`src/verilog/dmb_config.svh`:
```
`ifndef DMB_CONFIG_SVH
`define DMB_CONFIG_SVH

// VME data and command fields
`define DMB_DATA_W 16
`define DMB_CMD_W 10

// Front-end boards on the CFEB JTAG chain
`define DMB_NUM_CFEB 5

// Device 1 commands
`define DMB_CMD_CFEB_SEL 8
`define DMB_CMD_CFEB_READ 9

// Free-running phase counter, 32 fastclk cycles per slow2 period
`define DMB_CLKCNT_W 5

// JTAG init window, bit 4 is the window and bit 5 ends it
`define DMB_INIT_TIMER_W 6

// VPROM release count, bit 7 ends the hold
`define DMB_VPROM_CNT_W 8

// Data-buffer OE delay, saturates at bit 7
`define DMB_OE_TIMER_W 8

`endif

```
`src/verilog/dmb_pkg.sv`:
```
`default_nettype none

`include "dmb_config.svh"

package dmb_pkg;

	// One VME data word
	typedef logic [`DMB_DATA_W-1:0] vme_data_t;

	// Command field from the VME decoder
	typedef logic [`DMB_CMD_W-1:0] vme_cmd_t;

	// One bit per CFEB, one-hot when a single board is selected
	typedef logic [`DMB_NUM_CFEB-1:0] cfeb_mask_t;

	// Phase counter value
	typedef logic [`DMB_CLKCNT_W-1:0] clk_cnt_t;

endpackage

`default_nettype wire

```
`src/verilog/clk_phase_gen.sv`:
```
`timescale 1ns/1ns
`default_nettype none

module clk_phase_gen (
	input  logic fastclk,
	input  logic jtimer_clr,
	output logic mid_en_o,
	output logic neg_mid_en_o,
	output logic slow_en_o,
	output logic neg_slow_en_o,
	output logic slow2_en_o,
	output logic neg_slow2_en_o
);
	import dmb_pkg::*;

	clk_cnt_t clk_cnt;

	// Wraps every 32 cycles
	always_ff @(posedge fastclk or posedge jtimer_clr) begin
		if (jtimer_clr) begin
			clk_cnt <= '0;
		end else begin
			clk_cnt <= clk_cnt + 1'b1;
		end
	end

	// Enables are registered one cycle after the count matches
	always_ff @(posedge fastclk or posedge jtimer_clr) begin
		if (jtimer_clr) begin
			mid_en_o       <= 1'b0;
			neg_mid_en_o   <= 1'b0;
			slow_en_o      <= 1'b0;
			neg_slow_en_o  <= 1'b0;
			slow2_en_o     <= 1'b0;
			neg_slow2_en_o <= 1'b0;
		end else begin
			// Every 4 counts, negative phase two counts later
			mid_en_o       <= (clk_cnt[1:0] == 2'd0);
			neg_mid_en_o   <= (clk_cnt[1:0] == 2'd2);
			// Every 16 counts
			slow_en_o      <= (clk_cnt[3:0] == 4'd0);
			neg_slow_en_o  <= (clk_cnt[3:0] == 4'd8);
			// Once per wrap
			slow2_en_o     <= (clk_cnt == clk_cnt_t'(0));
			neg_slow2_en_o <= (clk_cnt == clk_cnt_t'(16));
		end
	end

	// Slow2 phases sit half a period apart
	a_slow2_phases: assert property (@(posedge fastclk) disable iff (jtimer_clr)
		!(slow2_en_o && neg_slow2_en_o));

endmodule

`default_nettype wire

```
`src/verilog/jtag_init_seq.sv`:
```
`timescale 1ns/1ns
`default_nettype none

`include "dmb_config.svh"

module jtag_init_seq (
	input  logic fastclk,
	input  logic jtimer_clr,
	input  logic glb_rst_i,
	input  logic soft_rst_i,
	input  logic done_trg_i,
	input  logic slow2_en_i,
	output logic ctrl_rst_o,
	output logic init_jtags_o
);

	logic ctrl_rst_req;
	logic ctrl_rst_d;
	logic rst_release;
	logic strt_jinit;
	logic jinit_done;
	logic seq_clr;
	logic [`DMB_INIT_TIMER_W-1:0] jinit_timer;

	//////////////////////////////////////////////////////////////////////
	// Reset merge and release detect
	//////////////////////////////////////////////////////////////////////

	// Soft reset only counts once the FPGAs are configured
	assign ctrl_rst_req = glb_rst_i | (soft_rst_i & done_trg_i);

	always_ff @(posedge fastclk or posedge jtimer_clr) begin
		if (jtimer_clr) begin
			ctrl_rst_o <= 1'b0;
			ctrl_rst_d <= 1'b0;
		end else begin
			ctrl_rst_o <= ctrl_rst_req;
			ctrl_rst_d <= ctrl_rst_o;
		end
	end

	// Falling edge of the registered reset
	assign rst_release = ctrl_rst_d & ~ctrl_rst_o;

	//////////////////////////////////////////////////////////////////////
	// Init window timer
	//////////////////////////////////////////////////////////////////////

	// Request is used directly so the timer is idle when ctrl_rst_o rises
	assign seq_clr = ctrl_rst_req | jinit_done;

	always_ff @(posedge fastclk or posedge jtimer_clr) begin
		if (jtimer_clr) begin
			strt_jinit  <= 1'b0;
			jinit_timer <= '0;
		end else if (seq_clr) begin
			strt_jinit  <= 1'b0;
			jinit_timer <= '0;
		end else begin
			strt_jinit <= rst_release | strt_jinit;
			if (slow2_en_i && strt_jinit) begin
				jinit_timer <= jinit_timer + 1'b1;
			end
		end
	end

	// Timer past the window, sampled on the slow2 phase
	always_ff @(posedge fastclk or posedge jtimer_clr) begin
		if (jtimer_clr) begin
			jinit_done <= 1'b0;
		end else if (slow2_en_i) begin
			jinit_done <= jinit_timer[5];
		end
	end

	// High for counts 16 to 31
	assign init_jtags_o = jinit_timer[4];

	a_init_after_rst: assert property (@(posedge fastclk) disable iff (jtimer_clr)
		$rose(init_jtags_o) |-> !ctrl_rst_o);

endmodule

`default_nettype wire

```
`src/verilog/cfeb_sel_regs.sv`:
```
`timescale 1ns/1ns
`default_nettype none

`include "dmb_config.svh"

module cfeb_sel_regs (
	input  logic               fastclk,
	input  logic               jtimer_clr,
	input  logic               ctrl_rst_i,
	input  logic               strobe_i,
	input  logic               strbce_i,
	input  logic               write_b_i,
	input  logic               dev_cfeb_i,
	input  dmb_pkg::vme_cmd_t  command_i,
	input  dmb_pkg::vme_data_t indata_i,
	input  dmb_pkg::cfeb_mask_t cfeb_tdo_i,
	input  logic               tck_i,
	input  logic               tdi_i,
	input  logic               tms_i,
	output dmb_pkg::vme_data_t rdata_o,
	output logic               dtack_o,
	output dmb_pkg::cfeb_mask_t cfeb_tck_o,
	output logic               cfeb_tdi_o,
	output logic               cfeb_tms_o,
	output logic               cfeb_tdo_o
);
	import dmb_pkg::*;

	cfeb_mask_t cfeb_sel;
	logic       sel_cmd;
	logic       read_cmd;
	logic       dt_wrtsel;
	logic       dt_rdsel;
	logic       sel_onehot;

	assign sel_cmd  = dev_cfeb_i & (command_i == vme_cmd_t'(`DMB_CMD_CFEB_SEL));
	assign read_cmd = dev_cfeb_i & (command_i == vme_cmd_t'(`DMB_CMD_CFEB_READ));

	// Select mask
	always_ff @(posedge fastclk or posedge jtimer_clr) begin
		if (jtimer_clr) begin
			cfeb_sel <= '0;
		end else if (ctrl_rst_i) begin
			cfeb_sel <= '0;
		end else if (sel_cmd && strbce_i) begin
			cfeb_sel <= indata_i[`DMB_NUM_CFEB-1:0];
		end
	end

	// Acknowledge follows the strobe by one cycle
	always_ff @(posedge fastclk or posedge jtimer_clr) begin
		if (jtimer_clr) begin
			dt_wrtsel <= 1'b0;
			dt_rdsel  <= 1'b0;
		end else begin
			dt_wrtsel <= strobe_i & sel_cmd;
			dt_rdsel  <= strobe_i & read_cmd;
		end
	end

	assign dtack_o = dt_wrtsel | dt_rdsel;

	assign rdata_o = (write_b_i && read_cmd) ?
		{{(`DMB_DATA_W-`DMB_NUM_CFEB){1'b0}}, cfeb_sel} : '0;

	//////////////////////////////////////////////////////////////////////
	// JTAG routing
	//////////////////////////////////////////////////////////////////////

	assign cfeb_tck_o = {`DMB_NUM_CFEB{tck_i}} & cfeb_sel;
	assign cfeb_tdi_o = tdi_i;
	assign cfeb_tms_o = tms_i;

	// TDO only comes back from a single selected board
	assign sel_onehot = (cfeb_sel != '0) && ((cfeb_sel & (cfeb_sel - 1'b1)) == '0);
	assign cfeb_tdo_o = sel_onehot & (|(cfeb_sel & cfeb_tdo_i));

	a_tck_in_mask: assert property (@(posedge fastclk) disable iff (jtimer_clr)
		(cfeb_tck_o & ~cfeb_sel) == '0);

endmodule

`default_nettype wire

```
`src/verilog/vprom_en_ctrl.sv`:
```
`timescale 1ns/1ns
`default_nettype none

`include "dmb_config.svh"

module vprom_en_ctrl (
	input  logic fastclk,
	input  logic jtimer_clr,
	input  logic ctrl_rst_i,
	input  logic dev_vprom_i,
	input  logic init_jtags_i,
	input  logic slow2_en_i,
	output logic vprom_en_o
);

	logic vprom_hld;
	logic cnt_msb_q;
	logic release_done;
	logic [`DMB_VPROM_CNT_W-1:0] release_cnt;

	// Drivers stay on while addressed, during init and for the hold time
	assign vprom_en_o = dev_vprom_i | init_jtags_i | vprom_hld;

	// Count expired and the device is no longer addressed
	assign release_done = cnt_msb_q & ~dev_vprom_i;

	always_ff @(posedge fastclk or posedge jtimer_clr) begin
		if (jtimer_clr) begin
			vprom_hld <= 1'b0;
		end else if (ctrl_rst_i || release_done) begin
			vprom_hld <= 1'b0;
		end else begin
			vprom_hld <= dev_vprom_i | vprom_hld;
		end
	end

	// Release counter, held at zero while the device is addressed
	always_ff @(posedge fastclk or posedge jtimer_clr) begin
		if (jtimer_clr) begin
			release_cnt <= '0;
		end else if (ctrl_rst_i || dev_vprom_i || release_done) begin
			release_cnt <= '0;
		end else if (slow2_en_i && vprom_en_o) begin
			release_cnt <= release_cnt + 1'b1;
		end
	end

	// Top bit seen on the slow2 phase
	always_ff @(posedge fastclk or posedge jtimer_clr) begin
		if (jtimer_clr) begin
			cnt_msb_q <= 1'b0;
		end else if (ctrl_rst_i) begin
			cnt_msb_q <= 1'b0;
		end else if (slow2_en_i) begin
			cnt_msb_q <= release_cnt[`DMB_VPROM_CNT_W-1];
		end
	end

endmodule

`default_nettype wire

```
`src/verilog/vme_bus_port.sv`:
```
`timescale 1ns/1ns
`default_nettype none

`include "dmb_config.svh"

module vme_bus_port (
	input  logic               fastclk,
	input  logic               tovme_b_i,
	input  logic               slow_en_i,
	input  logic               cfeb_dtack_i,
	input  dmb_pkg::vme_data_t cfeb_rdata_i,
	output dmb_pkg::vme_data_t outdata_o,
	output logic               dtack_b_o,
	output logic               doe_b_o
);

	logic [`DMB_OE_TIMER_W-1:0] oe_timer;
	logic                       oe_sat;

	//////////////////////////////////////////////////////////////////////
	// Acknowledge and read data merge
	//////////////////////////////////////////////////////////////////////

	// Pulled low by the device 1 acknowledge request
	assign dtack_b_o = ~cfeb_dtack_i;

	// Device 1 drives zero when it is not being read
	assign outdata_o = cfeb_rdata_i;

	//////////////////////////////////////////////////////////////////////
	// Data-buffer OE timer
	//////////////////////////////////////////////////////////////////////

	assign oe_sat = oe_timer[`DMB_OE_TIMER_W-1];

	// Cleared while the board is not driving the bus
	always_ff @(posedge fastclk or posedge tovme_b_i) begin
		if (tovme_b_i) begin
			oe_timer <= '0;
		end else if (slow_en_i && !oe_sat) begin
			oe_timer <= oe_timer + 1'b1;
		end
	end

	// Buffer disabled when idle and again once the timer runs out
	assign doe_b_o = oe_sat | tovme_b_i;

	a_doe_held: assert property (@(posedge fastclk)
		(oe_sat && !tovme_b_i) |=> (doe_b_o || tovme_b_i));

endmodule

`default_nettype wire

```
`src/verilog/dmb_ctrl_top.sv`:
```
`timescale 1ns/1ns
`default_nettype none

module dmb_ctrl_top (
	input  logic                fastclk,
	input  logic                jtimer_clr,
	input  logic                glb_rst_i,
	input  logic                soft_rst_i,
	input  logic                done_trg_i,
	input  logic                strobe_i,
	input  logic                strbce_i,
	input  logic                write_b_i,
	input  logic                dev_cfeb_i,
	input  logic                dev_vprom_i,
	input  logic                tovme_b_i,
	input  logic                tck_i,
	input  logic                tdi_i,
	input  logic                tms_i,
	input  dmb_pkg::vme_cmd_t   command_i,
	input  dmb_pkg::vme_data_t  indata_i,
	input  dmb_pkg::cfeb_mask_t cfeb_tdo_i,
	output dmb_pkg::vme_data_t  outdata_o,
	output logic                dtack_b_o,
	output logic                doe_b_o,
	output logic                init_jtags_o,
	output logic                vprom_en_o,
	output logic                cfeb_tdi_o,
	output logic                cfeb_tms_o,
	output logic                cfeb_tdo_o,
	output dmb_pkg::cfeb_mask_t cfeb_tck_o
);
	import dmb_pkg::*;

	logic      slow_en;
	logic      slow2_en;
	logic      ctrl_rst;
	logic      cfeb_dtack;
	vme_data_t cfeb_rdata;

	//////////////////////////////////////////////////////////////////////
	// Clock phases, reset and JTAG init
	//////////////////////////////////////////////////////////////////////

	// Slow phases drive the init, VPROM and OE timers
	clk_phase_gen clk_phase_gen_inst (
		.fastclk        (fastclk),
		.jtimer_clr     (jtimer_clr),
		.mid_en_o       (),
		.neg_mid_en_o   (),
		.slow_en_o      (slow_en),
		.neg_slow_en_o  (),
		.slow2_en_o     (slow2_en),
		.neg_slow2_en_o ()
	);

	jtag_init_seq jtag_init_seq_inst (
		.fastclk      (fastclk),
		.jtimer_clr   (jtimer_clr),
		.glb_rst_i    (glb_rst_i),
		.soft_rst_i   (soft_rst_i),
		.done_trg_i   (done_trg_i),
		.slow2_en_i   (slow2_en),
		.ctrl_rst_o   (ctrl_rst),
		.init_jtags_o (init_jtags_o)
	);

	//////////////////////////////////////////////////////////////////////
	// Device 1 and device 4
	//////////////////////////////////////////////////////////////////////

	cfeb_sel_regs cfeb_sel_regs_inst (
		.fastclk    (fastclk),
		.jtimer_clr (jtimer_clr),
		.ctrl_rst_i (ctrl_rst),
		.strobe_i   (strobe_i),
		.strbce_i   (strbce_i),
		.write_b_i  (write_b_i),
		.dev_cfeb_i (dev_cfeb_i),
		.command_i  (command_i),
		.indata_i   (indata_i),
		.cfeb_tdo_i (cfeb_tdo_i),
		.tck_i      (tck_i),
		.tdi_i      (tdi_i),
		.tms_i      (tms_i),
		.rdata_o    (cfeb_rdata),
		.dtack_o    (cfeb_dtack),
		.cfeb_tck_o (cfeb_tck_o),
		.cfeb_tdi_o (cfeb_tdi_o),
		.cfeb_tms_o (cfeb_tms_o),
		.cfeb_tdo_o (cfeb_tdo_o)
	);

	vprom_en_ctrl vprom_en_ctrl_inst (
		.fastclk      (fastclk),
		.jtimer_clr   (jtimer_clr),
		.ctrl_rst_i   (ctrl_rst),
		.dev_vprom_i  (dev_vprom_i),
		.init_jtags_i (init_jtags_o),
		.slow2_en_i   (slow2_en),
		.vprom_en_o   (vprom_en_o)
	);

	// VME side
	vme_bus_port vme_bus_port_inst (
		.fastclk      (fastclk),
		.tovme_b_i    (tovme_b_i),
		.slow_en_i    (slow_en),
		.cfeb_dtack_i (cfeb_dtack),
		.cfeb_rdata_i (cfeb_rdata),
		.outdata_o    (outdata_o),
		.dtack_b_o    (dtack_b_o),
		.doe_b_o      (doe_b_o)
	);

endmodule

`default_nettype wire

```
`config.mk`:
```
export PLATFORM = sky130hd
export DESIGN_NAME = dmb_ctrl_top
export DESIGN_NICKNAME = d
export VERILOG_FILES = /design/src/verilog/dmb_pkg.sv /design/src/verilog/clk_phase_gen.sv /design/src/verilog/jtag_init_seq.sv /design/src/verilog/cfeb_sel_regs.sv /design/src/verilog/vprom_en_ctrl.sv /design/src/verilog/vme_bus_port.sv /design/src/verilog/dmb_ctrl_top.sv
export VERILOG_INCLUDE_DIRS = /design/src /design/src/verilog
export SDC_FILE = /design/constraint.sdc
export NUM_CORES = 1
export LEC_CHECK = 0
export BUFFER_PORTS_ARGS = -buffer_cell sky130_fd_sc_hd__buf_4
export CAP_MARGIN = 20
export CORE_MARGIN = 2
export CORE_UTILIZATION = 54
export DETAILED_ROUTE_END_ITERATION = 7
export PLACE_DENSITY = 0.86
export SLEW_MARGIN = 25
export SYNTH_ARGS = -nofsm -noshare
export SYNTH_HDL_FRONTEND = slang
export SYNTH_SLANG_ARGS = --single-unit
export TNS_END_PERCENT = 1
```
`constraint.sdc`:
```
create_clock -name fastclk -period 5.65 [get_ports fastclk]
set_clock_uncertainty 0.1 [all_clocks]
set_input_delay 1.13 -clock fastclk [delete_from_list [all_inputs] [get_ports fastclk]]
set_output_delay 1.13 -clock fastclk [all_outputs]
set_load 0.02 [all_outputs]
```
==> flow_summary.toml <==
[floorplanning]
coreArea_um2 = 3744
die_area_um2 = 4482
die_h_um = 66.95
pin_count = 73
die_x_um = 66.95
rows = 22
start_util = 0.5715

[synth]
syn_avg_cell_area_um2 = 10.09
syn_inst = 212
yosys_warnings = 0
netlist_area_um2 = 2140
yosys-top-cells-count = "42 x dfrtp_1, 20 x nand2_1, 13 x buf_4, 11 x nor2_1"
synthTopCellsByArea = "dfrtp_1 49%, buf_4 4.6%, nand2_1 3.5%, mux2i_1 3.3%, ha_1 2.9%"
synth-seq-area-share = 0.4912
synth_top_area_share = 0.4912
ys_types = 40
synth.most_common_cell = "dfrtp_1"
synthArstFlopShare = 1.000
ys_ff_latch = 42
synth_edf_count = 0
synth_top_cell_by_area = "dfrtp_1"
synth-main-ff-cell = "dfrtp_1"

[sta]
finalSetupViolCount = 0
max_slew_margin = 0.5647
slew_violations = 0
finalHoldViolCount = 0
worstMarginPinSlew_ns = 0.6479
fin_setup_tns_ns = 0
rsz0062_at_grt = "no"
period_needed_ns = 3.805
fmax_mhz = 262.8
period_share = 0.6735

[setup_path]
crit_fanout = 4
r2r_start = "clk_phase_gen_inst.slow2_en_o"
rr_worst_depth = 3
critPathKind = "input port to primary output"
worst_r2r_endpoint = "jtag_init_seq_inst.jinit_timer[5]"
cp.arrival_ns = 2.58
start_kind = "input port"
worstPathRequired_ns = 4.42
rrSetupSlack_ns = 4.04
worstSetupEndpointType = "primary output"

[detailed_routing]
drt_iter0_markers = 67
wl_mm = 3.875
wl_per_cell_um = 12.58
vias = 1597
dr.pass1.iters = 5
via_per_inst = 5.185
drc = 0
route.antenna.remaining_nets = 0

[placement]
dp_hpwl_mm = 2.943
port_buffers = 46
gp_congestion = 0.7647

[cts]
cts.repair.resized = 0
clock_path_buffers = 2
cts.clk_slew.worst_paths_ns = 0.08
post-cts-setup-buffers = 0
root_buffer = "clkbuf_8"
clock_latency_ns = 0.29
cts_hold_buf = 0
htreeDepth = 2
cts_tree = "done"
cts_buffers = 5
numClockSinks = 42

[global_route]
grt_first_pass_wirelength_mm = 6.603
antenna_found_initial = 0
grt_pass1_vias = 1562
grt_overflow = 0
track_usage = 0.1988
grt_max_degree = 35

[cells_and_area]
final_util = 0.6858
fillers = 334
diodes = 0
drive_gt1_frac = 0.2346
nNetsFinal = 309
areaGrowthSynthToFinish_pct = 20.00

[power]
ir_drop_mv = 0.2103
comb_power_share = 0.081
swShare = 0.2300
cellPowerDensity_nw_per_um2 = 212.2
p_sw_mw = 0.1253
cellInternalPower_mw = 0.4196
p_leak_nw = 1.209
pwr-share-seq = 0.558
total_power_mw = 0.5449
clock_power_share = 0.361

[hold_path]
hold_end = "clk_phase_gen_inst.slow2_en_o"
holdCritStartpoint = "clk_phase_gen_inst.clk_cnt[4]"
hold-path-cell-count = 1
hold_path_class = "register to register"

[status]
status = "finished, final reports clean"

[job]
max-cap-violations = 0
[kinds of logic after synthesis]
group                      count (synthesis)  synth area share
AOI/OAI and AO/OA                         27           0.08012
xor gates and xnor gates                  14           0.05731
adders and majority gates                  5           0.02924
buffers and inverters                     27           0.07076
DFF                                       42            0.4912
muxes                                      9           0.04328
other                                      1          0.001753
and+or+nand+nor                           87            0.2263
[metal layers]
layer / GRT usage / part of all wire / vias up
li1: - / - / 810
met1: 0.2372 / 0.44 / 752
met2: 0.3350 / 0.51 / 27
met3: 0.04730 / 0.033 / 8
met4: 0.09694 / 0.020 / 0
met5: 0 / 0 / -
[sequential cells by signal, summed over array words and instances (netlist names), 5 cells and up]
| name | cells |
|---|---|
| jtag_init_seq_inst.jinit_timer | 6 |
| clk_phase_gen_inst.clk_cnt | 5 |
| cfeb_sel_regs_inst.cfeb_sel | 5 |
| vme_bus_port_inst.oe_timer | 8 |
| vprom_en_ctrl_inst.release_cnt | 8 |
[layout make-up]
class	instances	area [µm²]	area share
sequential	42	1051	0.4094
multi-input combinational	153	974.7	0.3796
timing repair buffer	47	352.8	0.1374
clock buffer	7	86.33	0.03363
tap	48	60.06	0.02339
inverter	10	37.54	0.01462
clock inverter	1	5.005	0.001949
[cell usage in the layout, fill, tap and decap left out, drive strengths merged, types with 3 or more instances in the layout]
master  instances
o31ai           3
dfrtp          42
or3             6
nand2          20
clkbuf          7
o21ai           5
ha              5
nand3           9
mux2i           7
nor3            7
a21oi          10
nor2b           3
nand4           4
and2            9
nor2           11
buf            47
inv            10
or4             3
xnor2           7
or2             3
nand2b          4
xor2            7
conb           11
a22oi           3
[per-stage QoR]
stage               hold slack, ns  cells  cell area (µm²)  worst slack (ns)
finish                      0.3497    308             2567             1.845
global route                0.3650    308             2567             1.750
global placement            0.3387    300             2476             1.853
floorplan                   0.3236    222             2177             2.082
detailed placement          0.3427    300             2476             1.826
CTS                         0.3519    308             2567             1.826
[worst max-delay path by stage]
stage	from	end	slack [ns]	cells after the start
2_1_floorplan	command_i[5]	outdata_o[4]	2.08	3
3_3_place_gp	command_i[5]	outdata_o[1]	1.85	5
3_5_place_dp	command_i[5]	outdata_o[0]	1.83	5
4_1_cts	command_i[5]	outdata_o[0]	1.83	5
5_1_grt	command_i[5]	outdata_o[2]	1.75	5
6_report	command_i[5]	outdata_o[0]	1.84	5
[critical path, cell delays in order]
cell and delay, ns:
buf_4 0.11, or4_4 0.56, nor4_1 0.45, and2_1 0.20
buf_4 0.14
[power by group through the flow]
stage / combinational [mW] / sequential [mW] / clock (mW)
floorplan: 0.0300 / 0.309 / 0
CTS: 0.0447 / 0.304 / 0.203
detailed placement: 0.0447 / 0.310 / 0
global route: 0.0490 / 0.304 / 0.216
finish: 0.0440 / 0.304 / 0.197
global placement: 0.0434 / 0.310 / 0
No activity file was read; power rests on OpenSTA's default activity.
